[src/design/board_bus_pkg.sv]
`default_nettype none

package board_bus_pkg;

    //////////////////////////////////////////////////
    // Bus widths
    localparam int ADDR_W = 16;
    localparam int DATA_W = 8;

    typedef logic [ADDR_W-1:0] addr_t;
    typedef logic [DATA_W-1:0] data_t;

    // Target of one access, after descrambling
    typedef enum logic [2:0] {
        REG_ROM,
        REG_RAM,    // 2 KB work RAM, upper half of the window is open bus
        REG_TXT,
        REG_BG,
        REG_SEC,    // Security shifter
        REG_IO,
        REG_NONE
    } region_e;

    //////////////////////////////////////////////////
    // Board address scrambling
    typedef logic [$clog2(ADDR_W)-1:0] bit_idx_t;   // Scrambled bit index
    typedef bit_idx_t bit_map_t [ADDR_W];           // One entry per clean bit

    // Clean bit i is taken from scrambled bit DESCR_SRC[i]
    localparam bit_map_t DESCR_SRC = '{
        4'd0, 4'd1, 4'd2, 4'd4, 4'd5, 4'd9, 4'd3, 4'd6,
        4'd7, 4'd8, 4'd10, 4'd11, 4'd12, 4'd13, 4'd14, 4'd15
    };
    localparam addr_t DESCR_INV = 16'h003f;         // Clean bits 5..0 inverted

endpackage

`default_nettype wire
[src/design/cpu_bus_if.sv]
`timescale 1ns/1ps
`default_nettype none

interface cpu_bus_if;
    import board_bus_pkg::*;

    addr_t   addr;      // Clean address
    data_t   wdata;
    logic    rd;
    logic    wr;
    logic    iorq;
    logic    start;     // First cycle of an access
    region_e region;
    data_t   rdata;
    logic    ready;     // One-cycle completion pulse

    // Address descrambling, decode and read steering
    modport decoder (input rd, wr, iorq, output addr, start, region, rdata, ready);

    // Slaves on the bus
    modport target (input addr, wdata, rd, wr, start, region);

    // CPU side
    modport master (output wdata, rd, wr, iorq, input addr, start, region, rdata, ready);

endinterface

`default_nettype wire

[src/design/security_shifter.sv]
`timescale 1ns/1ps
`default_nettype none

module security_shifter (
    input  wire                  clk,
    input  wire                  rst_n,
    cpu_bus_if.target            bus,
    output board_bus_pkg::data_t rdata
);
    import board_bus_pkg::*;

    logic [15:0] sreg;      // Two last bytes pushed
    logic [2:0]  amount;    // Shift offset
    logic [15:0] shifted;
    logic        we;

    assign we = bus.start & bus.wr & (bus.region == REG_SEC);

    //////////////////////////////////////////////////
    // Writes, A0 picks offset or data
    always_ff @(posedge clk) begin
        if (!rst_n) begin
            sreg   <= '0;
            amount <= '0;
        end else if (we) begin
            if (bus.addr[0]) begin
                amount <= bus.wdata[2:0];
            end else begin
                sreg <= {sreg[7:0], bus.wdata}; // Older byte moves up
            end
        end
    end

    // Read window, registered in the decoder
    assign shifted = sreg << amount;
    assign rdata   = shifted[15:8];

endmodule

`default_nettype wire

[src/flat_wrapper.sv]
// flat-port wrapper written by rule: the top's interface ports become plain ports
module security_shifter_flat import board_bus_pkg::*;
  (clk, rst_n, rdata, bus_addr, bus_wdata, bus_rd, bus_wr, bus_start, bus_region);
  cpu_bus_if bus_i ();
  input  wire clk;
  input  wire rst_n;
  output board_bus_pkg::data_t rdata;
  input wire logic [$bits(bus_i.addr)-1:0] bus_addr;
  input wire logic [$bits(bus_i.wdata)-1:0] bus_wdata;
  input wire logic [$bits(bus_i.rd)-1:0] bus_rd;
  input wire logic [$bits(bus_i.wr)-1:0] bus_wr;
  input wire logic [$bits(bus_i.start)-1:0] bus_start;
  input wire logic [$bits(bus_i.region)-1:0] bus_region;
  assign bus_i.addr = bus_addr;
  assign bus_i.wdata = bus_wdata;
  assign bus_i.rd = bus_rd;
  assign bus_i.wr = bus_wr;
  assign bus_i.start = bus_start;
  assign bus_i.region = bus_region;
  security_shifter u_core (.clk(clk), .rst_n(rst_n), .bus(bus_i), .rdata(rdata));
endmodule
[config.mk]
export PLATFORM = sky130hd
export DESIGN_NAME = security_shifter_flat
export DESIGN_NICKNAME = d
export VERILOG_FILES = /design/src/design/board_bus_pkg.sv /design/src/design/cpu_bus_if.sv /design/src/design/security_shifter.sv /design/src/flat_wrapper.sv
export SDC_FILE = /design/constraint.sdc
export NUM_CORES = 1
export LEC_CHECK = 0
export BUFFER_PORTS_ARGS = -buffer_cell sky130_fd_sc_hd__buf_2
export CORE_AREA = 2 2 65 79
export DETAILED_ROUTE_END_ITERATION = 8
export DIE_AREA = 0 0 67 81
export PLACE_DENSITY = 0.51
export SYNTH_ARGS = -nofsm -noshare
export SYNTH_HDL_FRONTEND = slang
export SYNTH_SLANG_ARGS = --single-unit
[constraint.sdc]
create_clock -name clk -period 2 [get_ports clk]
set_clock_uncertainty 0.15 [all_clocks]
set_input_delay 0.1 -clock clk [delete_from_list [all_inputs] [get_ports clk]]
set_output_delay 0.1 -clock clk [all_outputs]
set_load 0.02 [all_outputs]
### After elaboration in Yosys (flattened, before gate mapping)

Cells that the tools add are included.

| storage, ports and cells | value |
|---|---|
| flip-flop bits (word level) | 19 |
| bits of input ports | 32 |
| output and inout bits | 8 |
| word-level logic and storage cells | 9 |

| operators by class | value |
|---|---|
| equal/unequal tests | 1 |
| shift-type cells | 1 |
| bitwise operators | 3 |
| reductions and logical operators | 2 |

Operators with widths:

| kind | number |
|---|---|
| << shifter 16 x 3 -> 16 bit | 1 |
| AND reduction 2 bit | 2 |
| equality test 3 bit, second input constant | 1 |
| AND 1 bit | 2 |
| NOT 1 bit | 1 |

### Longest topological paths before layout

| logic depth | value |
|---|---|
| word-level depth | 3 |
| gate-level depth with buffers | 5 |
| mapped depth without buffers | 3 |

### Worst setup path before layout

No wires, ideal clock.

| timing | value |
|---|---|
| path type | reg2out |
| start | reg u_core.amount[0] |
| end | out rdata[0] |
| arrival | 1.370 ns |
| required time | 1.750 ns |
| path slack | 0.380 ns |
| stages on the path, launching flop included | 4 |
| buffers on the path | 1 |
| cell sequence | dfxtp_1 -> buf_6 -> mux4_2 -> a221o_1 |

| on the way | value |
|---|---|
| word-level cells in the longest chain between the ends | 1 |

Ends and longest elaborated chain:

| item | line | text |
|---|---|---|
| start, declared | security_shifter.sv:13 | `logic [2:0] amount;` |
| start signal, assigned | security_shifter.sv:27 | `amount <= bus.wdata[2:0];` |
| << shifter 16 x 3 -> 16 bit | security_shifter.sv:35 | `assign shifted = sreg << amount;` |
| end, declared | flat_wrapper.sv:7 | `output board_bus_pkg::data_t rdata;` |

No other way between the ends.

### Worst setup path in the final report

Same ends and word-level chain as after synthesis.

==> implementation parameters <==
Parameter                              Value

Yosys
  Leading cell types by count after synthesis ... 30 x sky130_fd_sc_hd__mux2i_1, 30 x sky130_fd_sc_hd__nand2_1, 19 x sky130_fd_sc_hd__dfxtp_1
  Total standard cell area after synthesis ... 1120 um2
  Synth async-reset ratio ... 0%
  Sequential cell area fraction in the yosys report ... 34.0%
  FF+latch count, synth ... 19
  Number of enable-type register cells in the synthesized netlist ... 0
  Synth top area share ... 34.0%
  Yosys warns ... 0
  Syn Inst Count ... 119
  Yosys cell types ... 24
  Leading register cell type out of synthesis ... sky130_fd_sc_hd__dfxtp_1
  Synth area leader ... sky130_fd_sc_hd__dfxtp_1
  Syn_nets ... 151
  Post-Synthesis Mean Instance Area ... 9.41 um2
  Synth area leaders ... sky130_fd_sc_hd__dfxtp_1 34%, sky130_fd_sc_hd__mux2i_1 27%, sky130_fd_sc_hd__nand2_1 10%

Critical path
  Element type at the critical path end ... output pin
  Crit Path Class ... register to output pin
  Count of cells along the worst register-to-register path ... 3
  Critical Path Source Type ... register
  RR Startpoint ... u_core.amount[1]$_SDFFE_PN0P_
  Data arrival, critical path ... 1.67 ns
  Worst Path Max Fanout ... 5
  End of the worst register-to-register path ... u_core.amount[1]$_SDFFE_PN0P_
  Register-to-register path setup slack ... 1.05 ns
  Required time reported for the critical path endpoint ... 1.75 ns

Hold path
  Worst Hold Endpoint ... u_core.amount[0]$_SDFFE_PN0P_
  Hold-critical path depth ... 4
  Beginning of the worst hold path ... bus_region[0]
  Hold Crit Class ... input port to register

Route
  Number of search-and-repair iterations in the first detailed-routing pass ... 3
  Final WL ... 2.35 mm
  Via density per instance ... 4.35
  DRC violations left ... 0
  Routed WL per cell ... 11.2 um
  Final antenna-violating net count ... 0
  Count of vias placed by the detailed router ... 910
  Violation count after the first detailed-route iteration ... 18

Floorplan
  Die Ht ... 81 um
  Starting utilization of the core area ... 23.5%
  Die outline width ... 67 um
  Core area ... 4760 um2
  Standard-cell row count ... 28
  I/O pin count ... 40
  Die area ... 5430 um2

Timing
  Setup-violating endpoint count in the final report ... 0
  Timing-limited maximum frequency ... 521 MHz
  Final clock period utilization by the worst path ... 96.0%
  Final Hold Vio Count ... 0
  Number of pins with negative max-slew slack in the final report ... 0
  Minimum period implied by the final worst setup slack ... 1.92 ns
  Slew HR ... 69.8%
  RSZ-0062 raised after global routing ... no
  Sum of negative setup slack ... 0 ns
  Slew at the pin closest to its max-slew limit ... 0.454 ns
  Worst slack on hold paths ... 0.116 ns

Global routing
  Congestion Overflow GR ... 0
  Total global-route track usage ... 9.39%
  Maximum number of pins on one net before global-route repair ... 28
  Number of global-route vias before repair ... 886
  Wire length of the first global-routing pass ... 3.91 mm
  Number of antenna violations at the first check in global routing ... 0

Finish
  Net count reported at finish ... 182
  Fraction of layout cells with a size suffix above 1 ... 28.9%
  Area grow syn2layout ... 26.0%
  Antenna Cells ... 0

Clock tree
  CTS tree ... yes
  Depth of the CTS H-tree ... 1
  Clock tree root buffer cell ... sky130_fd_sc_hd__clkbuf_8
  Post-CTS Setup Inserts ... 0
  Clock slew seen by the registers of the worst setup and hold paths ... 0.07 ns
  Latest clock arrival within the worst-skew pair ... 0.25 ns
  CTS max path bufs ... 2
  CTS Buf Count ... 3
  Total clock sinks ... 19

Power
  Static Leakage ... 0.622 nW
  Total power density per cell area ... 490 nW/um2
  Peak ir drop on the vdd network ... 0.000167 V

Outcome
  Status ... completed

Placed design
  HPWL after DPL ... 1.84 mm
  Total of buffers placed on input and output ports ... 23
  Gpl congestion ... 0.727

Run
  Max-Cap Viols ... 0
-- layer usage --
layer  vias to the layer above  GRT usage (%)  wire (um)
met3                         4           1.39         96
met1                       409           11.8       1100
met5                         -              0          0
met2                        14           15.0       1100
met4                         0           5.51         53
li1                        483              -          -
-- flip-flops by register name, indices dropped and copies added, names as in the netlist --
signal	cells
u_core.sreg	16
u_core.amount	3
-- layout make-up --
type / instances / area (um2)
clock buffer: 4 / 45.0
fill: 524 / 3350
inverter: 1 / 3.75
multi-input combinational: 90 / 673
sequential: 19 / 385
tap: 60 / 75.1
timing repair buffer: 35 / 229
-- how the worst max path moves through the flow --
stage / start / end / slack [ns]
final: u_core.amount[0]$_SDFFE_PN0P_ / rdata[0] / 0.08
after global routing: u_core.amount[0]$_SDFFE_PN0P_ / rdata[2] / 0.03
after CTS: u_core.amount[0]$_SDFFE_PN0P_ / rdata[2] / 0.04
after detailed placement: u_core.amount[0]$_SDFFE_PN0P_ / rdata[2] / 0.25
after global placement: u_core.amount[0]$_SDFFE_PN0P_ / rdata[2] / 0.24
after floorplan: u_core.amount[0]$_SDFFE_PN0P_ / rdata[0] / 0.38
-- kinds of logic after synthesis --
kind of cell | count (synthesis) | share of synthesized area (%)
AOI/OAI and AO/OA | 13 | 8.38
buffers and inverters | 10 | 5.92
DFF | 19 | 34.0
muxes | 39 | 36.9
and+or+nand+nor | 38 | 14.9
-- repair_timing --
item,CTS,global route
endpoints found under the setup margin,3,2
hold endpoints to repair,11,0
hold buffers,8,0
gates resized for setup,1,4
cloned,0,0
-- worst max-delay path, stage by stage, from the launching register on --
cell and delay (ns):
sky130_fd_sc_hd__dfxtp_4 0.38, sky130_fd_sc_hd__mux4_2 0.51, sky130_fd_sc_hd__a221o_1 0.37, sky130_fd_sc_hd__buf_2 0.16
-- metrics by stage --
step / util, % / instances / total power [mW] / setup WS [ns] / instance area, um2
after floorplan: - / 119 / 0.411 / 0.380 / 1120
after global placement: 26.8 / 197 / 0.428 / 0.243 / 1280
after detailed placement: 26.8 / 197 / 0.429 / 0.252 / 1280
after CTS: 29.5 / 209 / 0.705 / 0.0435 / 1400
after global routing: 29.6 / 209 / 0.721 / 0.0340 / 1410
final: 29.6 / 209 / 0.692 / 0.0794 / 1410
-- power by group --
part | internal, mW | switching [mW]
clock | 0.142 | 0.120
sequential | 0.379 | 0.00197
combinational | 0.0283 | 0.0215
-- cells in the final DEF (no fill, tap or decap), drive strengths merged --
master / instances
mux4: 1
dlygate4sd3: 8
buf: 27
clkbuf: 4
or4: 1
or2: 1
nand2: 30
nor2b: 1
nand2b: 1
mux2i: 30
o221ai: 2
a22oi: 2
inv: 1
dfxtp: 19
nor2: 1
mux2: 8
nand3: 1
o22a: 3
o21ai: 5
nor4b: 1
and2: 1
a221o: 1
(Power assumes the default switching activity.)
