[config.mk]
export PLATFORM = sky130hd
export DESIGN_NAME = cabinet_inputs_flat
export DESIGN_NICKNAME = d
export VERILOG_FILES = /design/src/design/cabinet_pkg.sv /design/src/design/board_bus_pkg.sv /design/src/design/cpu_bus_if.sv /design/src/design/cabinet_inputs.sv /design/src/flat_wrapper.sv
export SDC_FILE = /design/constraint.sdc
export NUM_CORES = 1
export LEC_CHECK = 0
export BUFFER_PORTS_ARGS = -buffer_cell sky130_fd_sc_hd__clkbuf_2
export CAP_MARGIN = 10
export CORE_MARGIN = 5
export CORE_UTILIZATION = 30
export CTS_BUF_LIST = sky130_fd_sc_hd__clkbuf_2 sky130_fd_sc_hd__clkbuf_4 sky130_fd_sc_hd__clkbuf_8
export DETAILED_ROUTE_END_ITERATION = 8
export PLACE_DENSITY = 0.86
export SKIP_CTS_REPAIR_TIMING = 1
export SYNTH_ARGS = -nofsm -noshare
export SYNTH_HDL_FRONTEND = slang
export SYNTH_SLANG_ARGS = --single-unit
[constraint.sdc]
create_clock -name clk -period 2.3 [get_ports clk]
set_input_delay 0.23 -clock clk [delete_from_list [all_inputs] [get_ports clk]]
set_output_delay 0.23 -clock clk [all_outputs]
set_load 0.005 [all_outputs]
[src/design/cabinet_pkg.sv]
`default_nettype none

package cabinet_pkg;

    // I/O ports, picked by clean address bits 1..0
    typedef enum logic [1:0] {
        IO_CFG_DIP = 2'd0,  // DIP read, config latch write
        IO_SYSTEM  = 2'd1,  // Coin, service, start
        IO_P2      = 2'd2,
        IO_P1      = 2'd3
    } io_port_e;

    // Config latch, same bit order as the data byte
    typedef struct packed {
        logic [3:0] unused;
        logic [2:0] dip_sel;    // DIP2 switch shown on port 0 bit 7
        logic       flip;       // Screen flip, bit 0
    } cfg_t;

endpackage

`default_nettype wire

[src/design/board_bus_pkg.sv]
`default_nettype none

package board_bus_pkg;

    //////////////////////////////////////////////////
    // Bus widths
    localparam int ADDR_W = 16;
    localparam int DATA_W = 8;

    typedef logic [ADDR_W-1:0] addr_t;
    typedef logic [DATA_W-1:0] data_t;

    // Target of one access, after descrambling
    typedef enum logic [2:0] {
        REG_ROM,
        REG_RAM,    // 2 KB work RAM, upper half of the window is open bus
        REG_TXT,
        REG_BG,
        REG_SEC,    // Security shifter
        REG_IO,
        REG_NONE
    } region_e;

    //////////////////////////////////////////////////
    // Board address scrambling
    typedef logic [$clog2(ADDR_W)-1:0] bit_idx_t;   // Scrambled bit index
    typedef bit_idx_t bit_map_t [ADDR_W];           // One entry per clean bit

    // Clean bit i is taken from scrambled bit DESCR_SRC[i]
    localparam bit_map_t DESCR_SRC = '{
        4'd0, 4'd1, 4'd2, 4'd4, 4'd5, 4'd9, 4'd3, 4'd6,
        4'd7, 4'd8, 4'd10, 4'd11, 4'd12, 4'd13, 4'd14, 4'd15
    };
    localparam addr_t DESCR_INV = 16'h003f;         // Clean bits 5..0 inverted

endpackage

`default_nettype wire
[src/design/cpu_bus_if.sv]
`timescale 1ns/1ps
`default_nettype none

interface cpu_bus_if;
    import board_bus_pkg::*;

    addr_t   addr;      // Clean address
    data_t   wdata;
    logic    rd;
    logic    wr;
    logic    iorq;
    logic    start;     // First cycle of an access
    region_e region;
    data_t   rdata;
    logic    ready;     // One-cycle completion pulse

    // Address descrambling, decode and read steering
    modport decoder (input rd, wr, iorq, output addr, start, region, rdata, ready);

    // Slaves on the bus
    modport target (input addr, wdata, rd, wr, start, region);

    // CPU side
    modport master (output wdata, rd, wr, iorq, input addr, start, region, rdata, ready);

endinterface

`default_nettype wire

[src/design/cabinet_inputs.sv]
`timescale 1ns/1ps
`default_nettype none

module cabinet_inputs (
    input  wire                  clk,
    input  wire                  rst_n,
    cpu_bus_if.target            bus,
    input  wire [4:0]            joy1,      // Punch, up, down, left, right
    input  wire [4:0]            joy2,
    input  wire [1:0]            start,
    input  wire                  coin,
    input  wire                  service,
    input  wire [3:0]            dip1,
    input  wire [7:0]            dip2,
    output board_bus_pkg::data_t rdata,
    output logic                 flip
);
    import board_bus_pkg::*;
    import cabinet_pkg::*;

    cfg_t     cfg_q;
    io_port_e port;

    assign port = io_port_e'(bus.addr[1:0]);

    // Config latch on port 0, other writes dropped
    always_ff @(posedge clk) begin
        if (!rst_n) begin
            cfg_q <= '0;
        end else if (bus.start && bus.wr && bus.region == REG_IO && port == IO_CFG_DIP) begin
            cfg_q <= cfg_t'(bus.wdata);
        end
    end

    assign flip = cfg_q.flip;

    //////////////////////////////////////////////////
    // Read ports, open bits float high
    always_comb begin
        rdata = 8'hff;
        case (port)
            IO_CFG_DIP: rdata = {dip2[cfg_q.dip_sel], 3'b000, dip1};
            IO_SYSTEM: begin
                rdata[7]   = coin;
                rdata[6]   = service;
                rdata[3:2] = start;
            end
            IO_P2: rdata = {3'b111, joy2[4], joy2[2], joy2[3], joy2[1:0]};  // Up/down swapped
            IO_P1: rdata = {3'b111, joy1[4], joy1[2], joy1[3], joy1[1:0]};
            default: rdata = 8'hff;
        endcase
    end

endmodule

`default_nettype wire

[src/flat_wrapper.sv]
// flat-port wrapper written by rule: the top's interface ports become plain ports
module cabinet_inputs_flat import board_bus_pkg::*; import cabinet_pkg::*;
  (clk, rst_n, joy1, joy2, start, coin, service, dip1, dip2, rdata, flip, bus_addr, bus_wdata, bus_rd, bus_wr, bus_start, bus_region);
  cpu_bus_if bus_i ();
  input  wire clk;
  input  wire rst_n;
  input  wire [4:0] joy1;
  input  wire [4:0] joy2;
  input  wire [1:0] start;
  input  wire coin;
  input  wire service;
  input  wire [3:0] dip1;
  input  wire [7:0] dip2;
  output board_bus_pkg::data_t rdata;
  output logic flip;
  input wire logic [$bits(bus_i.addr)-1:0] bus_addr;
  input wire logic [$bits(bus_i.wdata)-1:0] bus_wdata;
  input wire logic [$bits(bus_i.rd)-1:0] bus_rd;
  input wire logic [$bits(bus_i.wr)-1:0] bus_wr;
  input wire logic [$bits(bus_i.start)-1:0] bus_start;
  input wire logic [$bits(bus_i.region)-1:0] bus_region;
  assign bus_i.addr = bus_addr;
  assign bus_i.wdata = bus_wdata;
  assign bus_i.rd = bus_rd;
  assign bus_i.wr = bus_wr;
  assign bus_i.start = bus_start;
  assign bus_i.region = bus_region;
  cabinet_inputs u_core (.clk(clk), .rst_n(rst_n), .bus(bus_i), .joy1(joy1), .joy2(joy2), .start(start), .coin(coin), .service(service), .dip1(dip1), .dip2(dip2), .rdata(rdata), .flip(flip));
endmodule
# After elaboration in Yosys (flattened, before gate mapping)
# Cells that the tools add are included.
[op_classes] n_eq_ne=4 order_cmp=1 muxes=6 n_reduce_logical=5
[ops] cell="one-hot mux 2 bit (3 select lines)" n=3
[ops] cell="one-hot mux 2 bit (4 select lines)" n=1
[ops] cell="equality test 2 bit, second input constant" n=2
[ops] cell="less-than comparator 3 x 4 -> 1 bit, second input constant" n=1
[ops] cell="binary-select mux 1 bit (select 3 bit)" n=1
[ops] cell="equality test 3 bit, second input constant" n=1
[ops] cell="logical AND 1 bit" n=3
[ops] cell="equality test 2 x 1 -> 1 bit, second input constant" n=1
[ops] cell="zero test 2 bit" n=1
[ops] cell="OR reduction 2 bit" n=1
[ops] cell="two-way mux 1 bit" n=1
[totals] word_cells=18 regBits=4 input_bits=58 output_inout_bits=9

# Logic depth before layout (Yosys ltp)
[depth] depth_word=3 depth_mapped=4 depth_no_buf=3

# Worst setup path before layout
# Ideal clock, no wire load.
[synth_path] path_type="flip-flop to output port" start="register u_core.cfg_q[1] in the netlist's numbering" end="output rdata[7]" path_slack_ps=1017 t_arrival_ps=1053 t_required_ps=2070 stages_incl_launch_ff=4 path_cell_list="dfxtp_1 -> mux4_1 -> nand2_1 -> a21oi_1"
[synth_via] elab_chain_len=3
[synth_lines] item="from (decl)" line="cabinet_inputs.sv:21" text="cfg_t cfg_q;"
[synth_lines] item="from (signal assigned)" line="cabinet_inputs.sv:31" text="cfg_q <= cfg_t'(bus.wdata);"
[synth_lines] item="binary-select mux 1 bit (select 3 bit)" line="cabinet_inputs.sv:42" text="IO_CFG_DIP: rdata = {dip2[cfg_q.dip_sel], 3'b000, dip1};"
[synth_lines] item="two-way mux 1 bit (implied by the code)" line="cabinet_inputs.sv:42"
[synth_lines] item="one-hot mux 2 bit (3 select lines)" line="cabinet_inputs.sv:41" text="case (port)"
[synth_lines] item="to (decl)" line="flat_wrapper.sv:14" text="output board_bus_pkg::data_t rdata;"
# Every way passes these cells. The select of a mux whose other input is x is not followed.

# Worst setup path in the final report
# Ends and elaborated chain as after synthesis.

==> impl_metrics.toml <==
[timing]
tns_ps = 0
worstMarginPinSlew_ps = 231
setup_viol = 0
fin_skew_ps = 0
maxSlewViolCount = 0
finalHoldViolCount = 0
rsz0062_at_grt = "false"
relSlewSlack_pct = 84.6
fmax_ghz = 0.593
timing.final.crit_share_pct = 73.3
period_minus_slack_ps = 1690

[synth]
ys.flop_type = "dfxtp_1"
yosysTopAreaCell = "dfxtp_1"
synth_top_area_share_pct = 19.8
synth_most_common_cell = "a21oi_1"
postSynthNetCount = 101
synth-seq-cells = 4
async_flop_share_pct = 0
synth.distinct_cells = 24
netlist_top_cells_count = "a21oi_1 (6), dfxtp_1 (4), nand3_1 (4), o21ai_0 (4)"
synthesis.area_um2 = 404
avgSynthCellArea_um2 = 9.40
ys_seq_area_share_pct = 19.8
synth_edf_count = 0
yosysWarnings = 0
synthTopCellsByArea = "dfxtp_1 (20%), mux4_2 (11%), a21oi_1 (7.4%)"
synthCells = 43

[worst_hold_path]
hold_path_class = "input pin to flop"
min_to = "u_core.cfg_q[3]"
min_path_cells = 3
hp-start = "bus_wdata[3]"

[critical_path]
cp_num_buf_inv = 1
critPathArrivalTime_ps = 1460
endpoint_kind = "primary output"
crit_chain = "mux4_1, nand2_1, a21oi_1, clkbuf_2"
crit-reg2reg-launch = "u_core.cfg_q[1]"
startpoint_type = "flop"
path_class = "flop to primary output"
reg2reg_slack_ps = 1560
r2r-end = "u_core.cfg_q[1]"
rr_worst_depth = 2
slowest_delay_ps = 580
cp_slowest_cell = "mux4_1"
critPathTopFamily = "multiplexers"
crit_path_max_fanout = 4
crit_required_ps = 2070

[floorplanning]
die_h_um = 46.7
initial_utilization_pct = 31.5
fp.coreArea_um2 = 1280
row_count = 13
die_w_um = 46.7
pin_count = 67
fp.dieArea_um2 = 2180

[clock_network]
clock_sinks = 4
clk_latency_ps = 230
cts.htree.levels = 1
cts-root-buf = "clkbuf_4"
clk_path_buf_depth = 2
cts_tree = "built"
numCtsBuffers = 3
clkTransAtPathRegs_ps = 40

[global_routing]
grt.total_usage_pct = 13.5
grt_antenna_before_repair = 0
overflow = 0
grt_pass1_vias = 547
grt_max_degree = 12
grt_pass1_wl_mm = 2.11

[placed_design]
io_buffers = 47
dpl.cell_count = 103
gp_congestion = 0.734
hpwlAfterDp_mm = 1.20

[drt]
initialDrtViolationCount = 5
routedWlPerCell_um = 12.7
drc = 0
first_pass_iters = 3
num_vias = 521
viasPerCell = 4.92
antenna_left = 0
wl_mm = 1.34

[finish]
n_antenna_cell = 0
final_util_pct = 51.8
drive_above_1_share_pct = 61.5
layout.nets = 151
syn_to_final_growth_pct = 64.7
instances_no_fill = 106

[pwr]
power_mw = 0.236
p_per_area_nw_per_um2 = 355
ir_worst_vdd_v = 0.000299
cellLeakagePower_nw = 0.345

[run]
maxCapViolations = 0

[outcome]
outcome = "finished, final reports clean"
[worst max path at each step]
stage / start / end / slack (ps) / cells after the start
final: u_core.cfg_q[1] / rdata[7] / 610 / 4
after detailed placement: u_core.cfg_q[1] / rdata[7] / 840 / 4
after CTS: u_core.cfg_q[1] / rdata[7] / 590 / 4
after global placement: u_core.cfg_q[1] / rdata[7] / 840 / 4
after global routing: u_core.cfg_q[1] / rdata[7] / 540 / 4
after floorplan: u_core.cfg_q[1] / rdata[7] / 1020 / 3
[cell families (layout without fill, tap and decap cells)]
logic type | count (synthesis) | after routing | share of synthesized area [%]
AND/OR/NAND/NOR | 13 | 13 | 21.7
flip-flops | 4 | 4 | 19.8
AO/OA/AOI/OAI | 15 | 15 | 23.8
multiplexers | 7 | 7 | 29.1
buffers and inverters | 4 | 52 | 5.57
[registers in the layout, summed over array words and instances (netlist names)]
name          flops
u_core.cfg_q      3
u_core.flip       1
[layout make-up]
class                           instances  area (um2)
Tap cell                               15        18.8
Timing Repair Buffer                   47         235
Fill cell                             128         619
Sequential cell                         4        80.1
Clock buffer                            3        22.5
Multi-Input combinational cell         35         302
Inverter                                2        7.51
[power by group]
group          internal [mW]  switching [mW]
Sequential            0.0700        0.000258
Combinational         0.0484          0.0293
Clock                 0.0585          0.0299
[worst reg2reg max path, stage by stage (launching register included)]
cell     delay (ps)
dfxtp_1         400
o21ai_0         120
a21oi_1         150
[metal layers]
layer / track usage (%) / up-vias / share of wire (%)
met5: 0 / - / 0
li1: - / 266 / -
met1: 13.9 / 234 / 35
met3: 5.47 / 0 / 10
met4: 1.66 / 0 / 0
met2: 26.1 / 21 / 55
[per-stage QoR]
step                      hold WS, ps  cell area (um2)  worst slack [ps]
after floorplan                   378              404              1020
after global placement            468              643               839
after global routing              254              666               539
after CTS                         239              666               590
final                             237              666               614
after detailed placement          479              643               843
[layout by cell type (no fill, tap or decap), drive strengths merged]
cell type  synthesis  final
dfxtp              4      4
inv                2      2
mux2               2      2
nand4bb            1      1
a221oi             1      1
nor2               1      1
clkbuf             0     50
or2                1      1
a21o               1      1
nor2b              1      1
nand2              1      1
a2bb2oi            2      2
mux4               3      3
nor3b              1      1
a31oi              1      1
mux2i              2      2
and3b              1      1
nand3              4      4
o21ai              4      4
a21oi              6      6
and4bb             1      1
nand3b             1      1
(Power assumes the default switching activity.)
