## src/design/board_bus_pkg.sv

```systemverilog
`default_nettype none

package board_bus_pkg;

    //////////////////////////////////////////////////
    // Bus widths
    localparam int ADDR_W = 16;
    localparam int DATA_W = 8;

    typedef logic [ADDR_W-1:0] addr_t;
    typedef logic [DATA_W-1:0] data_t;

    // Target of one access, after descrambling
    typedef enum logic [2:0] {
        REG_ROM,
        REG_RAM,    // 2 KB work RAM, upper half of the window is open bus
        REG_TXT,
        REG_BG,
        REG_SEC,    // Security shifter
        REG_IO,
        REG_NONE
    } region_e;

    //////////////////////////////////////////////////
    // Board address scrambling
    typedef logic [$clog2(ADDR_W)-1:0] bit_idx_t;   // Scrambled bit index
    typedef bit_idx_t bit_map_t [ADDR_W];           // One entry per clean bit

    // Clean bit i is taken from scrambled bit DESCR_SRC[i]
    localparam bit_map_t DESCR_SRC = '{
        4'd0, 4'd1, 4'd2, 4'd4, 4'd5, 4'd9, 4'd3, 4'd6,
        4'd7, 4'd8, 4'd10, 4'd11, 4'd12, 4'd13, 4'd14, 4'd15
    };
    localparam addr_t DESCR_INV = 16'h003f;         // Clean bits 5..0 inverted

endpackage

`default_nettype wire
```

## src/design/cpu_bus_if.sv

```systemverilog
`timescale 1ns/1ps
`default_nettype none

interface cpu_bus_if;
    import board_bus_pkg::*;

    addr_t   addr;      // Clean address
    data_t   wdata;
    logic    rd;
    logic    wr;
    logic    iorq;
    logic    start;     // First cycle of an access
    region_e region;
    data_t   rdata;
    logic    ready;     // One-cycle completion pulse

    // Address descrambling, decode and read steering
    modport decoder (input rd, wr, iorq, output addr, start, region, rdata, ready);

    // Slaves on the bus
    modport target (input addr, wdata, rd, wr, start, region);

    // CPU side
    modport master (output wdata, rd, wr, iorq, input addr, start, region, rdata, ready);

endinterface

`default_nettype wire

```

## src/design/rom_fetch.sv

```systemverilog
`timescale 1ns/1ps
`default_nettype none

module rom_fetch #(
    parameter int ROM_CREDITS = 2
) (
    input  wire                  clk,
    input  wire                  rst_n,
    cpu_bus_if.target            bus,
    output logic                 rom_req_valid,
    output logic [14:0]          rom_req_addr,
    input  wire                  rom_credit,    // Memory popped one request
    input  wire                  rom_rsp_valid,
    input  board_bus_pkg::data_t rom_rsp_data,
    output logic                 done,
    output board_bus_pkg::data_t data
);
    import board_bus_pkg::*;

    localparam int CW = $clog2(ROM_CREDITS + 1);

    typedef enum logic [1:0] {
        IDLE,
        WAIT_CREDIT,    // Memory queue full
        WAIT_RSP,
        DONE
    } state_e;

    state_e        state;
    logic [CW-1:0] credits;
    logic          rom_rd;
    logic          has_credit;
    logic          issue;

    assign rom_rd     = bus.start & bus.rd & (bus.region == REG_ROM);
    assign has_credit = (credits != '0);
    assign issue      = has_credit & ((state == IDLE & rom_rd) | (state == WAIT_CREDIT));

    assign rom_req_valid = issue;
    assign rom_req_addr  = bus.addr[14:0];  // CPU holds the address
    assign done          = (state == DONE);

    //////////////////////////////////////////////////
    // Credits follow the memory queue at all times
    always_ff @(posedge clk) begin
        if (!rst_n) begin
            credits <= CW'(ROM_CREDITS);
        end else begin
            credits <= credits - CW'(issue) + CW'(rom_credit);
        end
    end

    always_ff @(posedge clk) begin
        if (!rst_n) begin
            state <= IDLE;
        end else begin
            case (state)
                IDLE:        if (rom_rd) state <= has_credit ? WAIT_RSP : WAIT_CREDIT;
                WAIT_CREDIT: if (has_credit) state <= WAIT_RSP;
                WAIT_RSP:    if (rom_rsp_valid) state <= DONE;
                default:     state <= IDLE;    // Ready shown for one cycle
            endcase
        end
    end

    // Response byte, held until the next one
    always_ff @(posedge clk) begin
        if (state == WAIT_RSP && rom_rsp_valid) begin
            data <= rom_rsp_data;
        end
    end

endmodule

`default_nettype wire

```

## src/flat_wrapper.sv

```systemverilog
// flat-port wrapper written by rule: the top's interface ports become plain ports
module rom_fetch_flat import board_bus_pkg::*;
#(
    parameter int ROM_CREDITS = 2
)
  (clk, rst_n, rom_req_valid, rom_req_addr, rom_credit, rom_rsp_valid, rom_rsp_data, done, data, bus_addr, bus_wdata, bus_rd, bus_wr, bus_start, bus_region);
  cpu_bus_if bus_i ();
  input  wire clk;
  input  wire rst_n;
  output logic rom_req_valid;
  output logic [14:0] rom_req_addr;
  input  wire rom_credit;
  input  wire rom_rsp_valid;
  input  board_bus_pkg::data_t rom_rsp_data;
  output logic done;
  output board_bus_pkg::data_t data;
  input wire logic [$bits(bus_i.addr)-1:0] bus_addr;
  input wire logic [$bits(bus_i.wdata)-1:0] bus_wdata;
  input wire logic [$bits(bus_i.rd)-1:0] bus_rd;
  input wire logic [$bits(bus_i.wr)-1:0] bus_wr;
  input wire logic [$bits(bus_i.start)-1:0] bus_start;
  input wire logic [$bits(bus_i.region)-1:0] bus_region;
  assign bus_i.addr = bus_addr;
  assign bus_i.wdata = bus_wdata;
  assign bus_i.rd = bus_rd;
  assign bus_i.wr = bus_wr;
  assign bus_i.start = bus_start;
  assign bus_i.region = bus_region;
  rom_fetch #(.ROM_CREDITS(ROM_CREDITS)) u_core (.clk(clk), .rst_n(rst_n), .bus(bus_i), .rom_req_valid(rom_req_valid), .rom_req_addr(rom_req_addr), .rom_credit(rom_credit), .rom_rsp_valid(rom_rsp_valid), .rom_rsp_data(rom_rsp_data), .done(done), .data(data));
endmodule
```

## config.mk

```make
export PLATFORM = sky130hd
export DESIGN_NAME = rom_fetch_flat
export DESIGN_NICKNAME = d
export VERILOG_FILES = /design/src/design/board_bus_pkg.sv /design/src/design/cpu_bus_if.sv /design/src/design/rom_fetch.sv /design/src/flat_wrapper.sv
export SDC_FILE = /design/constraint.sdc
export NUM_CORES = 1
export LEC_CHECK = 0
export BUFFER_PORTS_ARGS = -buffer_cell sky130_fd_sc_hd__buf_4
export CAP_MARGIN = 20
export CELL_PAD_IN_SITES_DETAIL_PLACEMENT = 0
export CELL_PAD_IN_SITES_GLOBAL_PLACEMENT = 2
export CORE_UTILIZATION = 16
export CTS_CLUSTER_DIAMETER = 120
export DETAILED_ROUTE_END_ITERATION = 8
export GPL_ROUTABILITY_DRIVEN = 0
export PLACE_DENSITY = 0.75
export SLEW_MARGIN = 20
export SYNTH_ARGS = -nofsm -noshare
export SYNTH_HDL_FRONTEND = slang
export SYNTH_SLANG_ARGS = --single-unit
```

## constraint.sdc

```tcl
create_clock -name clk -period 1.9 [get_ports clk]
set_input_delay 0.38 -clock clk [delete_from_list [all_inputs] [get_ports clk]]
set_output_delay 0.38 -clock clk [all_outputs]
set_load 0.005 [all_outputs]
```

; ---- After elaboration in Yosys (flattened, before gate mapping)
; Cells that the tools add are included.
[op_classes]
n_reduce_logical = 5
bitwise_logic = 5
n_eq_ne = 6
n_mux = 5
add_sub_neg = 2
[op_table]
columns = op, n
row1 = 2-bit two-way mux, 4
row2 = 2-bit one-hot mux with 3 select lines, 1
row3 = 1-bit AND, 4
row4 = 2-bit equality test (second input constant), 2
row5 = 2-bit by 1-bit inequality test with 1-bit output (second input constant), 2
row6 = 3-bit logical NOT, 1
row7 = 3-bit AND reduction, 1
row8 = 2-bit by 1-bit adder with 2-bit output, 1
row9 = 2-bit by 1-bit equality test with 1-bit output (second input constant), 1
row10 = 2-bit logical NOT, 1
row11 = 2-bit inequality test (second input constant), 1
row12 = 2-bit nonzero test, 1
row13 = 2-bit by 1-bit subtractor with 2-bit output, 1
row14 = 1-bit logical AND, 1
row15 = 1-bit bitwise OR, 1
[totals]
output_inout_bits = 25
word_cells = 26
ff_bits = 12
input_bits = 42

; ---- Logic depth before layout (Yosys ltp)
[logic_depth]
word_depth = 7
ltp_mapped = 10
mapped_depth_nobuf = 10

; ---- Least setup slack after synthesis
; OpenSTA, ideal clock, no wires.
[synth_path]
kind = reg-to-reg
from = register u_core.state[0]
to = register u_core.credits[1]
required_ns = 1.785
path_stages_with_launch = 11
slack_ns = 0.083
setup_ns = 0.115
arrival_ns = 1.701
cell_sequence = dfxtp_1 > inv_1 > ha_1 > a21oi_1 > nor2_1 > ha_1 > inv_1 > ha_1 > xor2_1 > xnor2_1 > nand2_1
[synth_via]
elab_chain_cells = 6
word_cells_on_any_way = 7
classes_between = add/sub: 2 / eq/ne: 1 / bitwise: 3 / reduce/logical: 1
[synth_rtl]
columns = item, line
row1 = "start, declared", rom_fetch.sv:29  ; state_e state;
row2 = "start signal, assigned", rom_fetch.sv:58  ; IDLE: if (rom_rd) state <= has_credit ? WAIT_RSP : WAIT_CREDIT;
row3 = 2-bit logical NOT, rom_fetch.sv:37  ; assign issue = has_credit & ((state == IDLE & rom_rd) | (state == WAIT_CREDIT));
row4 = 1-bit AND, rom_fetch.sv:37
row5 = 1-bit bitwise OR *, rom_fetch.sv:37
row6 = 1-bit AND *, rom_fetch.sv:37
row7 = named net rom_req_valid, flat_wrapper.sv:10  ; output logic rom_req_valid;
row8 = 2-bit by 1-bit subtractor with 2-bit output *, rom_fetch.sv:49  ; credits <= credits - CW'(issue) + CW'(rom_credit);
row9 = 2-bit by 1-bit adder with 2-bit output *, rom_fetch.sv:49
row10 = "end signal, assigned", rom_fetch.sv:47  ; credits <= CW'(ROM_CREDITS);
row11 = "end signal, assigned", rom_fetch.sv:49
row12 = "end, declared", rom_fetch.sv:30  ; logic [CW-1:0] credits;
; The timed path passes the listed nets; every way through them passes the cells marked *.
; A chain may end at the register's enable or synchronous reset.

; ---- Worst setup path after layout
[layout_path]
from = register u_core.state[1]
to = register u_core.credits[1]
[layout_via]
elab_chain_cells = 6
word_cells_on_any_way = 7
classes_between = add/sub: 2 / eq/ne: 1 / bitwise: 3 / reduce/logical: 1
[layout_rtl]
columns = item, line
row1 = 2-bit logical NOT, rom_fetch.sv:37
row2 = 1-bit AND, rom_fetch.sv:37
row3 = 1-bit bitwise OR *, rom_fetch.sv:37
row4 = 1-bit AND *, rom_fetch.sv:37
row5 = 2-bit by 1-bit subtractor with 2-bit output *, rom_fetch.sv:49
row6 = 2-bit by 1-bit adder with 2-bit output *, rom_fetch.sv:49
; Mark *: on every way between the ends. The rest lies on a longest branch, timed or not.

==> results.toml <==
[synthesis]
synthTopCellsByArea = "edfxtp_1, buf_4, dfxtp_1"
syn_avg_cell_area_um2 = 11.2
syn_nets = 109
synth_edf_count = 8
synth_warnings = 0
syn_inst = 61
netlist_area_um2 = 684
synth_common_cells = "buf_4, edfxtp_1, ha_1, inv_1"
ys_seq_elements = 12
yosysTopAreaCell = "edfxtp_1"
ys_seq_area_share_pct = 46.8
yosysUniqueCellTypes = 20
synthArstFlopShare_pct = 0
synth_top_area_share_pct = 35.1
post-synth-top-count-cell = "buf_4"
synth_ff_type = "edfxtp_1"

[timing]
setup_viol = 0
layout_min_cycle_time_ps = 1760
hold_violations = 0
rsz0062_at_grt = "no"
period_share_pct = 92.5
clock.fmax_ghz = 0.569
max-slew-margin-rel_pct = 77.2
finalWorstSetupSlack_ps = 142
setup_tns_ps = 0
fin_worst_skew_ps = 0.458
whs_ps = 320
slew_viol_final = 0
worstMarginPinSlew_ps = 340

[clocking]
cts.clk_slew.worst_paths_ps = 50
clk_latency_ps = 230
h-tree-depth = 1
numCtsBuffers = 3
cts.sink_count = 12
cts_tree = "done"
postCtsSetupRepairBufs = 0
root_buffer = "clkbuf_8"
clk_path_buf_depth = 2
ctsHoldBuffers = 0

[global_route]
grt_pass1_vias = 470
grt-ovfl-total = 0
grt_first_pass_wirelength_um = 2010
track_usage_pct = 6.29
grt_max_degree = 9
antenna_found_initial = 0

[placement]
place_ws_ps = -97.5
io_buffer_count = 26
place_inst = 127
dp_hpwl_um = 1180

[detailed_routing]
finalWirelength_um = 1410
dr_total_vias = 468
first_pass_iters = 4
drtAntennaViolNets = 0
vias_per_cell = 3.57
first_iter_violations = 8
routedWlPerCell_um = 10.8
drc = 0

[cells_and_area]
multiInputGateArea_um2 = 244
nFillCells = 439
final-seq-area_um2 = 328
final_cells = 131
nets = 130
drive_gt1_share_pct = 55.6
final_core_util_pct = 23.0
syn_to_final_growth_pct = 36.4
antenna_cells = 0

[floorplanning]
die_h_um = 67.4
die_w_um = 67.4
dieArea_mm2 = 0.00454
core_mm2 = 0.00406
start_util_pct = 16.9
rows = 23
io_pins = 67

[critical_path]
crit_type = "flop to flop"
end_kind = "flop"
crit_start = "u_core.state[1]$_SDFFE_PN0P_"
worstReg2RegStart = "u_core.state[1]$_SDFFE_PN0P_"
critPathRequiredTime_ps = 2020
cp_max_fo = 5
crit_path_start_kind = "flop"
crit_arrival_ps = 1880

[pwr]
peakVddDrop_v = 0.000266
cellLeakagePower_nw = 0.415
swShare_pct = 29.3
power.switching_uw = 285
p_comb_share_pct = 38.1
p_int_uw = 688
p_per_area_mw_per_mm2 = 1040
p_clk_share_pct = 23.7
seq_power_share_pct = 38.2

[hold_path]
hp-start = "rom_rsp_data[5]"
hold_path.class = "input port to flop"

[outcome]
status = "finished clean"

[flow_run]
maxCapViolations = 0
-- final timing paths --
path              slack, ps  depth (start not counted)                           end
hold reg to reg         650                          3  u_core.credits[1]$_SDFF_PN1_
setup reg to reg        140                         10  u_core.credits[1]$_SDFF_PN1_
hold / removal          320                          1      u_core.data[5]$_DFFE_PP_
setup / recovery        140                         10  u_core.credits[1]$_SDFF_PN1_
-- placed cells by master, fill, tap and decap left out, drive strengths merged --
master and count:
a21o 1, a21oi 4, and2 2, and3 2, buf 31, clkbuf 3, clkinv 1, dfxtp 4
edfxtp 8, ha 6, inv 5, nand2 3, nor2 3, nor2b 1, nor4 1, o21a 1
o21ai 1, o311a 1, o41ai 1, xnor2 1, xor2 1
-- per-layer routing --
layer | track usage [%] | wire, µm | vias up
li1 | - | - | 232
met1 | 5.90 | 499 | 209
met2 | 11.6 | 735 | 25
met3 | 4.22 | 169 | 2
met4 | 0.532 | 5 | 0
met5 | 0 | 0 | -
-- through the flow --
step	area (µm²)	power, mW
after global placement	867	0.711
after floorplan	684	0.602
after global routing	933	1.05
after CTS	912	0.967
after detailed placement	867	0.729
final	933	0.972
-- final cells by class --
cell class,count,share of cell area [%]
Sequential cell,12,35.1
Multi-Input combinational cell,29,26.1
Timing Repair Buffer,31,24.9
Tap cell,50,6.70
Clock buffer,3,4.42
Inverter,5,2.28
Clock inverter,1,0.402
-- power groups by stage --
| stage | Clock (mW) | Sequential [mW] | Combinational, mW |
|---|---|---|---|
| 2_1_floorplan | 0 | 0.366 | 0.236 |
| 3_3_place_gp | 0 | 0.365 | 0.346 |
| 3_5_place_dp | 0 | 0.369 | 0.360 |
| 4_1_cts | 0.241 | 0.363 | 0.362 |
| 5_1_grt | 0.247 | 0.377 | 0.423 |
| 6_report | 0.230 | 0.372 | 0.370 |
-- flip-flops by register name (all words and copies together) (netlist names) --
| register | count |
|---|---|
| u_core.credits | 2 |
| u_core.data | 8 |
| u_core.state | 2 |
-- logic make-up (layout without fill, tap and decap cells) --
family	count (synthesis)	count (layout)	synth area share (%)
buffers and inverters	20	40	19.2
DFF	12	12	46.8
adders and majority gates	6	6	11.0
AOI/OAI and AO/OA	9	9	11.5
xor gates and xnor gates	2	2	2.56
and+or+nand+nor	12	12	8.96
-- what timing repair did --
action | 4_1_cts | 5_1_grt
gates resized for setup | 0 | 11
setup endpoints to repair | 0 | 1
endpoints found under the hold margin | 0 | 0
-- worst max-delay path, stage by stage, from the launching register on --
cell,delay [ps]
dfxtp_4,360
inv_4,50
ha_2,170
a21oi_2,140
nor2_2,60
ha_1,280
inv_1,40
ha_1,180
xor2_1,150
xnor2_1,160
nand2_1,70
(Power assumes the default switching activity.)
