--- src/design/board_bus_pkg.sv ---
`default_nettype none

package board_bus_pkg;

    //////////////////////////////////////////////////
    // Bus widths
    localparam int ADDR_W = 16;
    localparam int DATA_W = 8;

    typedef logic [ADDR_W-1:0] addr_t;
    typedef logic [DATA_W-1:0] data_t;

    // Target of one access, after descrambling
    typedef enum logic [2:0] {
        REG_ROM,
        REG_RAM,    // 2 KB work RAM, upper half of the window is open bus
        REG_TXT,
        REG_BG,
        REG_SEC,    // Security shifter
        REG_IO,
        REG_NONE
    } region_e;

    //////////////////////////////////////////////////
    // Board address scrambling
    typedef logic [$clog2(ADDR_W)-1:0] bit_idx_t;   // Scrambled bit index
    typedef bit_idx_t bit_map_t [ADDR_W];           // One entry per clean bit

    // Clean bit i is taken from scrambled bit DESCR_SRC[i]
    localparam bit_map_t DESCR_SRC = '{
        4'd0, 4'd1, 4'd2, 4'd4, 4'd5, 4'd9, 4'd3, 4'd6,
        4'd7, 4'd8, 4'd10, 4'd11, 4'd12, 4'd13, 4'd14, 4'd15
    };
    localparam addr_t DESCR_INV = 16'h003f;         // Clean bits 5..0 inverted

endpackage

`default_nettype wire
--- src/design/cpu_bus_if.sv ---
`timescale 1ns/1ps
`default_nettype none

interface cpu_bus_if;
    import board_bus_pkg::*;

    addr_t   addr;      // Clean address
    data_t   wdata;
    logic    rd;
    logic    wr;
    logic    iorq;
    logic    start;     // First cycle of an access
    region_e region;
    data_t   rdata;
    logic    ready;     // One-cycle completion pulse

    // Address descrambling, decode and read steering
    modport decoder (input rd, wr, iorq, output addr, start, region, rdata, ready);

    // Slaves on the bus
    modport target (input addr, wdata, rd, wr, start, region);

    // CPU side
    modport master (output wdata, rd, wr, iorq, input addr, start, region, rdata, ready);

endinterface

`default_nettype wire

--- src/design/bus_decoder.sv ---
`timescale 1ns/1ps
`default_nettype none

module bus_decoder (
    input  wire                  clk,
    input  wire                  rst_n,
    cpu_bus_if.decoder           bus,
    input  board_bus_pkg::addr_t bus_addr_raw,  // Straight from the CPU pins
    input  board_bus_pkg::data_t ram_rdata,
    input  board_bus_pkg::data_t sec_rdata,
    input  board_bus_pkg::data_t io_rdata,
    input  wire                  rom_done,
    input  board_bus_pkg::data_t rom_data
);
    import board_bus_pkg::*;

    addr_t   clean;
    region_e region;
    logic    stb;
    logic    seen_q;    // Strobe was high last cycle
    logic    mid_q;     // Second cycle of a local access
    logic    ready_q;
    logic    rom_rd;
    data_t   rdata_q;

    //////////////////////////////////////////////////
    // Descramble, then decode
    always_comb begin
        for (int i = 0; i < ADDR_W; i++) begin
            clean[i] = bus_addr_raw[DESCR_SRC[i]] ^ DESCR_INV[i];
        end
    end

    always_comb begin
        region = REG_ROM;
        if (bus.iorq) begin
            region = REG_IO;
        end else begin
            case (clean[15:13])
                3'b100:  region = clean[11] ? REG_NONE : REG_RAM;  // Only 2 KB fitted
                3'b101:  region = REG_TXT;
                3'b110:  region = REG_BG;
                3'b111:  region = REG_SEC;
                default: region = REG_ROM;
            endcase
        end
    end

    assign bus.addr   = clean;
    assign bus.region = region;

    //////////////////////////////////////////////////
    // Access timing
    assign stb       = bus.rd | bus.wr;
    assign bus.start = stb & ~seen_q;   // Master idles a cycle between accesses
    assign rom_rd    = bus.rd & (region == REG_ROM);  // Variable latency path

    always_ff @(posedge clk) begin
        if (!rst_n) begin
            seen_q  <= 1'b0;
            mid_q   <= 1'b0;
            ready_q <= 1'b0;
        end else begin
            seen_q  <= stb;
            mid_q   <= bus.start & ~rom_rd;
            ready_q <= mid_q;   // Two cycles after the strobe
        end
    end

    assign bus.ready = ready_q | rom_done;

    // Registered read steering
    always_ff @(posedge clk) begin
        case (region)
            REG_RAM: rdata_q <= ram_rdata;
            REG_SEC: rdata_q <= sec_rdata;
            REG_IO:  rdata_q <= io_rdata;
            default: rdata_q <= 8'hff;  // Video, open bus
        endcase
    end

    assign bus.rdata = (region == REG_ROM) ? rom_data : rdata_q; // ROM data held in rom_fetch

endmodule

`default_nettype wire

--- src/flat_wrapper.sv ---
// flat-port wrapper written by rule: the top's interface ports become plain ports
module bus_decoder_flat import board_bus_pkg::*;
  (clk, rst_n, bus_addr_raw, ram_rdata, sec_rdata, io_rdata, rom_done, rom_data, bus_rd, bus_wr, bus_iorq, bus_addr, bus_start, bus_region, bus_rdata, bus_ready);
  cpu_bus_if bus_i ();
  input  wire clk;
  input  wire rst_n;
  input  board_bus_pkg::addr_t bus_addr_raw;
  input  board_bus_pkg::data_t ram_rdata;
  input  board_bus_pkg::data_t sec_rdata;
  input  board_bus_pkg::data_t io_rdata;
  input  wire rom_done;
  input  board_bus_pkg::data_t rom_data;
  input wire logic [$bits(bus_i.rd)-1:0] bus_rd;
  input wire logic [$bits(bus_i.wr)-1:0] bus_wr;
  input wire logic [$bits(bus_i.iorq)-1:0] bus_iorq;
  output wire logic [$bits(bus_i.addr)-1:0] bus_addr;
  output wire logic [$bits(bus_i.start)-1:0] bus_start;
  output wire logic [$bits(bus_i.region)-1:0] bus_region;
  output wire logic [$bits(bus_i.rdata)-1:0] bus_rdata;
  output wire logic [$bits(bus_i.ready)-1:0] bus_ready;
  assign bus_i.rd = bus_rd;
  assign bus_i.wr = bus_wr;
  assign bus_i.iorq = bus_iorq;
  assign bus_addr = bus_i.addr;
  assign bus_start = bus_i.start;
  assign bus_region = bus_i.region;
  assign bus_rdata = bus_i.rdata;
  assign bus_ready = bus_i.ready;
  bus_decoder u_core (.clk(clk), .rst_n(rst_n), .bus(bus_i), .bus_addr_raw(bus_addr_raw), .ram_rdata(ram_rdata), .sec_rdata(sec_rdata), .io_rdata(io_rdata), .rom_done(rom_done), .rom_data(rom_data));
endmodule
--- config.mk ---
export PLATFORM = sky130hd
export DESIGN_NAME = bus_decoder_flat
export DESIGN_NICKNAME = d
export VERILOG_FILES = /design/src/design/board_bus_pkg.sv /design/src/design/cpu_bus_if.sv /design/src/design/bus_decoder.sv /design/src/flat_wrapper.sv
export SDC_FILE = /design/constraint.sdc
export NUM_CORES = 1
export LEC_CHECK = 0
export ABC_CLOCK_PERIOD_IN_PS = 2800
export BUFFER_PORTS_ARGS = -buffer_cell sky130_fd_sc_hd__buf_2
export CORE_MARGIN = 2
export CORE_UTILIZATION = 25
export CTS_BUF_LIST = sky130_fd_sc_hd__clkbuf_2
export DETAILED_ROUTE_END_ITERATION = 7
export PLACE_DENSITY_LB_ADDON = 0.08
export RECOVER_POWER = 25
export SLEW_MARGIN = 20
export SYNTH_ARGS = -nofsm -noshare
export SYNTH_HDL_FRONTEND = slang
export SYNTH_SLANG_ARGS = --single-unit
--- constraint.sdc ---
create_clock -name clk -period 2.8 [get_ports clk]
set_input_delay 0.42 -clock clk [delete_from_list [all_inputs] [get_ports clk]]
set_output_delay 0.42 -clock clk [all_outputs]
set_load 0.01 [all_outputs]
# After elaboration in Yosys (flattened, before gate mapping)
# Index checks and enable logic that the tools add are counted.
[op_classes] n_addsub=0 multipliers=0 div=0 n_lt_le_gt_ge=0 n_eq_ne=7 shift=0 muxes=5 bitwise_logic=13 n_reduce_logical=1
[op_table] op="$pmux 8 s3" count=1
[op_table] op="$eq 3x3->1 const B" count=6
[op_table] op="$pmux 3 s4" count=1
[op_table] op="$mux 8" count=1
[op_table] op="$not 1->1" count=8
[op_table] op="$mux 3" count=2
[op_table] op="$and 1x1->1" count=3
[op_table] op="$eq 3x1->1 const B" count=1
[op_table] op="$logic_not 3->1" count=1
[op_table] op="$or 1x1->1" count=2
[word_totals] reg_bits=11 latch_bits=0 ram_bits=0 mem_bits_ro=0 in_bits=54 output_inout_bits=29 elab_cells=30 mem_count=0

# Longest topological paths before layout
# Gate-level depths: netlist (run 1).
[depth] word_depth=7 ltp_mapped=4 mapped_depth_nobuf=3

# Worst setup path after synthesis (run 1)
# No wires, ideal clock.
[synth_path] path_type="input -> output" startpoint="input bus_addr_raw[15]" endpoint="output bus_rdata[0]" arrival_ns=1.097 t_required_ns=2.380 path_slack_ns=1.283 stages=2 n_path_buf=0 cell_sequence="nor2_2 -> mux2_2"
[synth_between] elab_chain_len=5 word_cells_on_any_way=8 classes_between="4 x eq/ne; 3 x mux; 1 x reduce/logical"
[synth_rtl] item="from (decl)" line_no="flat_wrapper.sv:7" text="input board_bus_pkg::addr_t bus_addr_raw;"
[synth_rtl] item="$eq 3x3->1" line_no="bus_decoder.sv:39" text="case (clean[15:13])"
[synth_rtl] item="$pmux 3 s4 (*)" line_no="bus_decoder.sv:39"
[synth_rtl] item="$mux 3 (*)" line_no="bus_decoder.sv:36" text="if (bus.iorq) begin"
[synth_rtl] item="$logic_not 3->1 (*)" line_no="bus_decoder.sv:82" text="assign bus.rdata = (region == REG_ROM) ? rom_data : rdata_q;"
[synth_rtl] item="$mux 8 (*)" line_no="bus_decoder.sv:82"
[synth_rtl] item="to (decl)" line_no="flat_wrapper.sv:19" text="output wire logic [$bits(bus_i.rdata)-1:0] bus_rdata;"
# Every way passes the cells marked *; elsewhere a longest branch is shown, timed or not.

# Final worst setup path (run 1)
[layout_path] startpoint="input bus_iorq" endpoint="output bus_rdata[3]"
[layout_between] elab_chain_len=3
[layout_rtl] item="from (decl)" line_no="flat_wrapper.sv:15" text="input wire logic [$bits(bus_i.iorq)-1:0] bus_iorq;"
[layout_rtl] item="$mux 3" line_no="bus_decoder.sv:36"
[layout_rtl] item="$logic_not 3->1" line_no="bus_decoder.sv:82"
[layout_rtl] item="$mux 8" line_no="bus_decoder.sv:82"
# Every way passes these cells.

==> results of run 1 <==
==> how the worst min path moves through the flow <==
| stage | start | endpoint | slack (ns) |
|---|---|---|---|
| 6_report | sec_rdata[6] | u_core.rdata_q[6] | 0.35 |
| 5_1_grt | sec_rdata[6] | u_core.rdata_q[6] | 0.34 |
| 4_1_cts | sec_rdata[6] | u_core.rdata_q[6] | 0.34 |
| 3_3_place_gp | u_core.mid_q | u_core.ready_q | 0.41 |
| 3_5_place_dp | u_core.mid_q | u_core.ready_q | 0.43 |
| 2_1_floorplan | u_core.mid_q | u_core.ready_q | 0.41 |
==> power by group through the flow <==
stage                     clock (uW)  sequential (uW)  combinational [uW]
after floorplan                    0              175                80.0
after global placement             0              176                 131
after detailed placement           0              176                 132
after CTS                       97.1              173                 133
after global routing             105              175                 145
final                           89.7              173                 130
==> logic make-up (layout without fill, tap and decap cells) <==
family / after synthesis / after routing / synth area share [%]
AOI/OAI and AO/OA: 20 / 20 / 23.7
and+or+nand+nor: 20 / 20 / 16.9
buffers and inverters: 20 / 82 / 17.1
DFF: 11 / 11 / 30.0
muxes: 8 / 8 / 12.3
==> state kept, by name (all words and copies together), names as in the netlist <==
signal	count
u_core.mid_q	1
u_core.rdata_q	8
u_core.ready_q	1
u_core.seen_q	1
==> per-layer routing <==
layer / track usage [%] / part of all wire [%]
met1: 12.9 / 37
met2: 24.2 / 52
met3: 4.69 / 11
met4: 2.99 / 0.64
met5: 0 / 0
==> per-stage QoR <==
stage               instance area [um2]  util (%)  hold WS [ns]
floorplan                           733         -         0.406
global placement                   1030      37.1         0.412
detailed placement                 1030      37.1         0.425
CTS                                1050      37.8         0.335
global route                       1050      37.7         0.336
finish                             1050      37.7         0.354
==> worst reg2reg max path, cell delays in order, from the launching register on <==
cell     delay (ns)
dfxtp_1        0.31
nor2_1         0.12
and3_1         0.18
==> layout by cell type, fill, tap and decap left out <==
cell,instances
clkbuf_1,2
mux2_2,8
o21ai_0,3
or2_2,2
nor2_1,2
nor2b_1,2
a32o_1,7
buf_4,1
nor3_2,1
a311o_1,1
nand2b_1,3
nand2_1,2
nor3b_1,2
o31ai_2,1
and2_1,2
a21oi_1,1
nor2_2,1
nand4_1,1
and3b_1,1
buf_2,68
clkbuf_2,4
a211o_1,6
dfxtp_1,11
and3_1,1
a31o_2,1
inv_1,7
==> area by class of cell <==
cell class | instances | share of cell area, %
Multi-Input combinational cell | 48 | 37.0
Timing Repair Buffer | 71 | 33.9
Sequential cell | 11 | 21.0
Tap cell | 31 | 3.70
Inverter | 7 | 2.51
Clock buffer | 4 | 1.91
==> metrics.md, run 1 <==
| Metric | Value |
|---|---|
| VDD IR max | approximately 0.00021 V |
| Mapped cell area | about 730 um2 |
| Maximum buffer depth of the clock tree | 2 |
| # setup viols final | 0 |
| CP Launch Point | bus_iorq |
| Sink Count | 11 |
| Worst slew pin tran | between 0.7 and 0.8 ns |
| Multi-input combinational cell area | 388 um2 |
| Cell taking the most area after synthesis | dfxtp_1 |
| Maximum clock frequency | 509 MHz |
| Initial DRC Count | 12 |
| ANT cells | 0 |
| Worst reg2reg path startpoint | u_core.seen_q |
| Worst-path clk slew | 0.11 ns |
| Final period util | 70.2% |
| Unrepaired setup endpoints after global routing | false |
| I/O pins | 83 |
| Levels on crit path | 4 |
| Most used cell along the critical path | buf_2 |
| Drt drc | 0 |
| Worst-case headroom to the max-slew limit | 51.0% |
| Power Total | 392 uW |
| Crit Path Max Fanout | 16 |
| Initial antenna violation count | 0 |
| Post-synth cell types | 25 |
| Startpoint type of the worst setup path | input pin |
| Clk_lat worst skew | 0.25 ns |
| Share of cells above drive strength 1 | 61.7% |
| Synth Flop Type | dfxtp_1 |
| Synth Warn # | 0 |
| Vias in the first global route | 785 |
| Die area | 0.00338 mm2 |
| Minimum clock period | 1.96 ns |
| P_sw | 114 uW |
| Delay-heaviest family, CP | simple AND/OR/NAND/NOR gates |
| Worst Path Buf+Inv | 2 |
| Synth top area cells | dfxtp_1 30%, mux2_2 12%, buf_4 11% |
| Die Wd | around 58 um |
| GR Overflow Total | 0 |
| Worst path max stage delay | roughly 0.40 ns |
| Cts hold-fix bufs | 0 |
| Status | finished clean |
| First-pass GRT wire length | 3260 um |
| CP max stage cell | nor2_2 |
| Total number of vias | 804 |
| Slew Viols, Final | 0 |
| TritonCTS clock tree | yes |
| Largest net degree at the start of global routing | 17 |
| Pint | 278 uW |
| Layout Area Growth over Synthesis | 43.0% |
| Register Area | approximately 220 um2 |
| FP Rows | 19 |
| Ys async rst share | 0% |
| GR Util All Layers | 12.7% |
| Resized cells post-CTS | 0 |
| Worst EP required | 2.38 ns |
| Setup TNS | 0 ns |
| Number of nets in the layout | 196 |
| Core Footprint | about 0.0028 mm2 |
| Buffers on Ports | 70 |
| Routed wire per std cell | 11.8 um |
| Antenna Nets Post-Route | 0 |
| Initial Utilization | 26.4% |
| Critical path, cell by cell | buf_2 -> nor2_2 -> mux2_2 -> buf_2 |
| Final Hold Fails | 0 |
| DIE HEIGHT | 58.2 um |
| Drt first pass iters | 3 |
| DP HPWL | about 1600 um |
| Register area share after synthesis | a little under a third |
| Post-Route WL | 2040 um |
| Post-CTS Setup Bufs | 0 |
| Syn_area_per_cell | 9.28 um2 |
| Worst hold path depth | 2 |
| Final setup skew | 0.0000389 ns |
| DP Worst Slack | about 0.75 ns |
| R2R setup slack | 2.14 ns |
| Num CTS Buffers | 3 |
| Post-synth EDFFs | 0 |
| R2R cell count | 2 |
| CTS root buf | clkbuf_2 |
| Syn nets | 133 |
| Part of the power in the clock network | between 20% and 30% |
| Reg power frac | ~44% |
| Placed Cells | 168 |
| Top-area cell type share of the netlist area | between 30% and 40% |
| Htree depth | 1 |
| Critical path class | in -> out |
| Comb pwr share | 33.1% |
| CP arrival | 1.54 ns |
| Sw Share | 29.1% |
| Type of the most critical hold path | in -> reg |
| Synthesized flop and latch total | 11 |
| Fin worst setup slack | approximately 0.84 ns |
| Static leakage | 0.000548 uW |
| Max-cap viol count | 0 |
| Vias/cell | 4.67 |
| GP Congestion | roughly 0.63 |
| Synth cell count leaders | 11 x buf_4, 11 x dfxtp_1, 8 x mux2_2 |
| Pwr Density | approximately 370 mW/mm2 |
| Mapped Cells | 79 |
| Number of filler cells placed in the layout | 301 |
| RR Endpoint | u_core.mid_q |
| CP Capture Type | output port |
| Crit path capture | bus_rdata[3] |
| Non-Filler Instances | 172 |
(Power assumes the default switching activity.)
==> run 2: changes to the inputs <==
ABC_CLOCK_PERIOD_IN_PS = 1800   (was 2800)
clock period = 1.8 ns   (was 2.8 ns; I/O delays follow)
==> run 2 against run 1 <==
Compared with the run above:
- clock-buffer cell count is the same
- cell area is 2.9% higher
- first-iteration DRC count up 8.3%
- die area unchanged
- critical path depth grew 1
- total power up 58%
- flip-flop and latch count did not move
- register-to-register slack worse by 0.98 ns
- critical endpoint unchanged
==> metrics.md, run 2 (synthesis results as in run 1) <==
| Metric | Value |
|---|---|
| Status | finished clean |
| Largest net degree at the start of global routing | 11 |
| Vias in the first global route | 751 |
| Drt first pass iters | 4 |
| CP arrival | 1.18 ns |
| Startpoint type of the worst setup path | input pin |
| Delay-heaviest family, CP | buffers and inverters |
| Slew Viols, Final | 0 |
| Worst EP required | 1.53 ns |
| Commonest non-fill, non-tap cells in the layout | 68 x buf_2, 11 x dfxtp_1, 8 x mux2_2 |
| Worst Hold Launch | sec_rdata[4] |
| Die Wd | 58.2 um |
| Num CTS Buffers | 3 |
| Initial DRC Count | 13 |
| Worst path max stage delay | approximately 0.34 ns |
| Maximum buffer depth of the clock tree | 2 |
| DP HPWL | about 1700 um |
| Initial antenna violation count | 0 |
| I/O pins | 83 |
| Worst-path clk slew | 0.11 ns |
| ANT cells | 0 |
| Final Hold Fails | 0 |
| Non-Filler Instances | 176 |
| Initial Utilization | 26.4% |
| First-pass GRT wire length | between 3000 and 4000 um |
| Setup TNS | 0 ns |
| Die area | 0.00338 mm2 |
| Final setup skew | roughly 0.0000037 ns |
| Clk_lat worst skew | around 0.25 ns |
| Placed Cells | about 170 |
| Vias/cell | ~4.7 |
| Max-cap viol count | 0 |
| Drt drc | 0 |
| Core Footprint | 0.00278 mm2 |
| Placed Area | 0.00106 mm2 |
| Critical path, cell by cell | buf_2 -> nor2_2 -> buf_4 -> mux2_2 -> buf_2 |
| VDD IR max | 0.000362 V |
| Number of nets in the layout | 200 |
| CTS root buf | clkbuf_2 |
| Final period util | 80.8% |
| Layout Area Growth over Synthesis | 47.1% |
| Antenna Nets Post-Route | 0 |
| Max reg flops | 8 |
| Number of filler cells placed in the layout | 301 |
| Post-CTS Setup Bufs | 0 |
| Minimum clock period | 1.45 ns |
| GR Overflow Total | 0 |
| CP max stage cell | mux2_2 |
| Worst Path Buf+Inv | 3 |
| Most used cell along the critical path | buf_2 |
| Static leakage | 0.000569 uW |
| Maximum clock frequency | about 690 MHz |
| Buffers on Ports | 70 |
| Worst slew pin tran | about 0.56 ns |
| FP Rows | 19 |
| Cts hold-fix bufs | 0 |
| Total number of vias | 820 |
| # setup viols final | 0 |
| Largest reg by FF count | u_core.rdata_q |
| Worst-case headroom to the max-slew limit | 62.6% |
| DIE HEIGHT | 58.2 um |
| Worst reg2reg path startpoint | u_core.seen_q |
| CP Launch Point | bus_addr_raw[15] |
| Final Instance Area | 0.00108 mm2 |
| Type of the most critical hold path | in -> reg |
| Share of cells above drive strength 1 | 62.8% |
| Power Total | 618 uW |
| Crit Path Max Fanout | 9 |
| Routed wire per std cell | roughly 12 um |
| GR Util All Layers | 11.7% |
| Commonest non-fill, non-tap cell in the layout | buf_2 |
| Pwr Density | between 500 and 600 mW/mm2 |
| Resized cells post-CTS | 0 |
| Core Util, Final | 38.8% |
| CP Capture Type | output port |
| TritonCTS clock tree | yes |
| Post-Route WL | 2040 um |
| Sink Count | 11 |
| Critical path class | in -> out |
| GP Congestion | 0.683 |
| Unrepaired setup endpoints after global routing | false |
| Htree depth | 1 |
==> run 2: per-stage QoR <==
stage | hold WS (ns) | worst slack, ns
after floorplan | 0.388 | 0.583
after global routing | 0.179 | 0.303
after CTS | 0.195 | 0.334
after detailed placement | 0.415 | 0.287
final | 0.208 | 0.346
after global placement | 0.411 | 0.337
==> run 2: cell type report <==
type / count / area, um2 / area share [%]
clock buffers: 4 / 20.0 / 1.86
inverters: 7 / 26.3 / 2.44
multi-input cells: 48 / 388 / 36.0
flip-flops and latches: 11 / 220 / 20.4
well taps: 31 / 38.8 / 3.60
repair buffers: 75 / 385 / 35.7
==> run 2: worst paths after layout <==
check / end / slack (ns) / cells after the start
worst max-delay path: bus_rdata[3] / 0.35 / 5
worst min-delay path: u_core.rdata_q[4] / 0.21 / 2
worst max register to register: u_core.mid_q / 1.16 / 2
worst min register to register: u_core.ready_q / 0.44 / 1
==> run 2: power by group <==
group | total, uW | switching, uW | internal [uW] | leakage [uW]
Clock | 140 | 81.3 | 59.0 | 0.0000166
Sequential | 269 | 5.23 | 264 | 0.0000920
Combinational | 209 | 93.9 | 115 | 0.000460
Total | 618 | 180 | 438 | 0.000569
==> run 2: layer usage <==
layer,GRT usage (%),vias up,routed length (um)
li1,-,410,-
met1,12.3,361,809
met2,21.6,47,988
met3,4.46,2,232
met4,2.99,0,13
met5,0,-,0
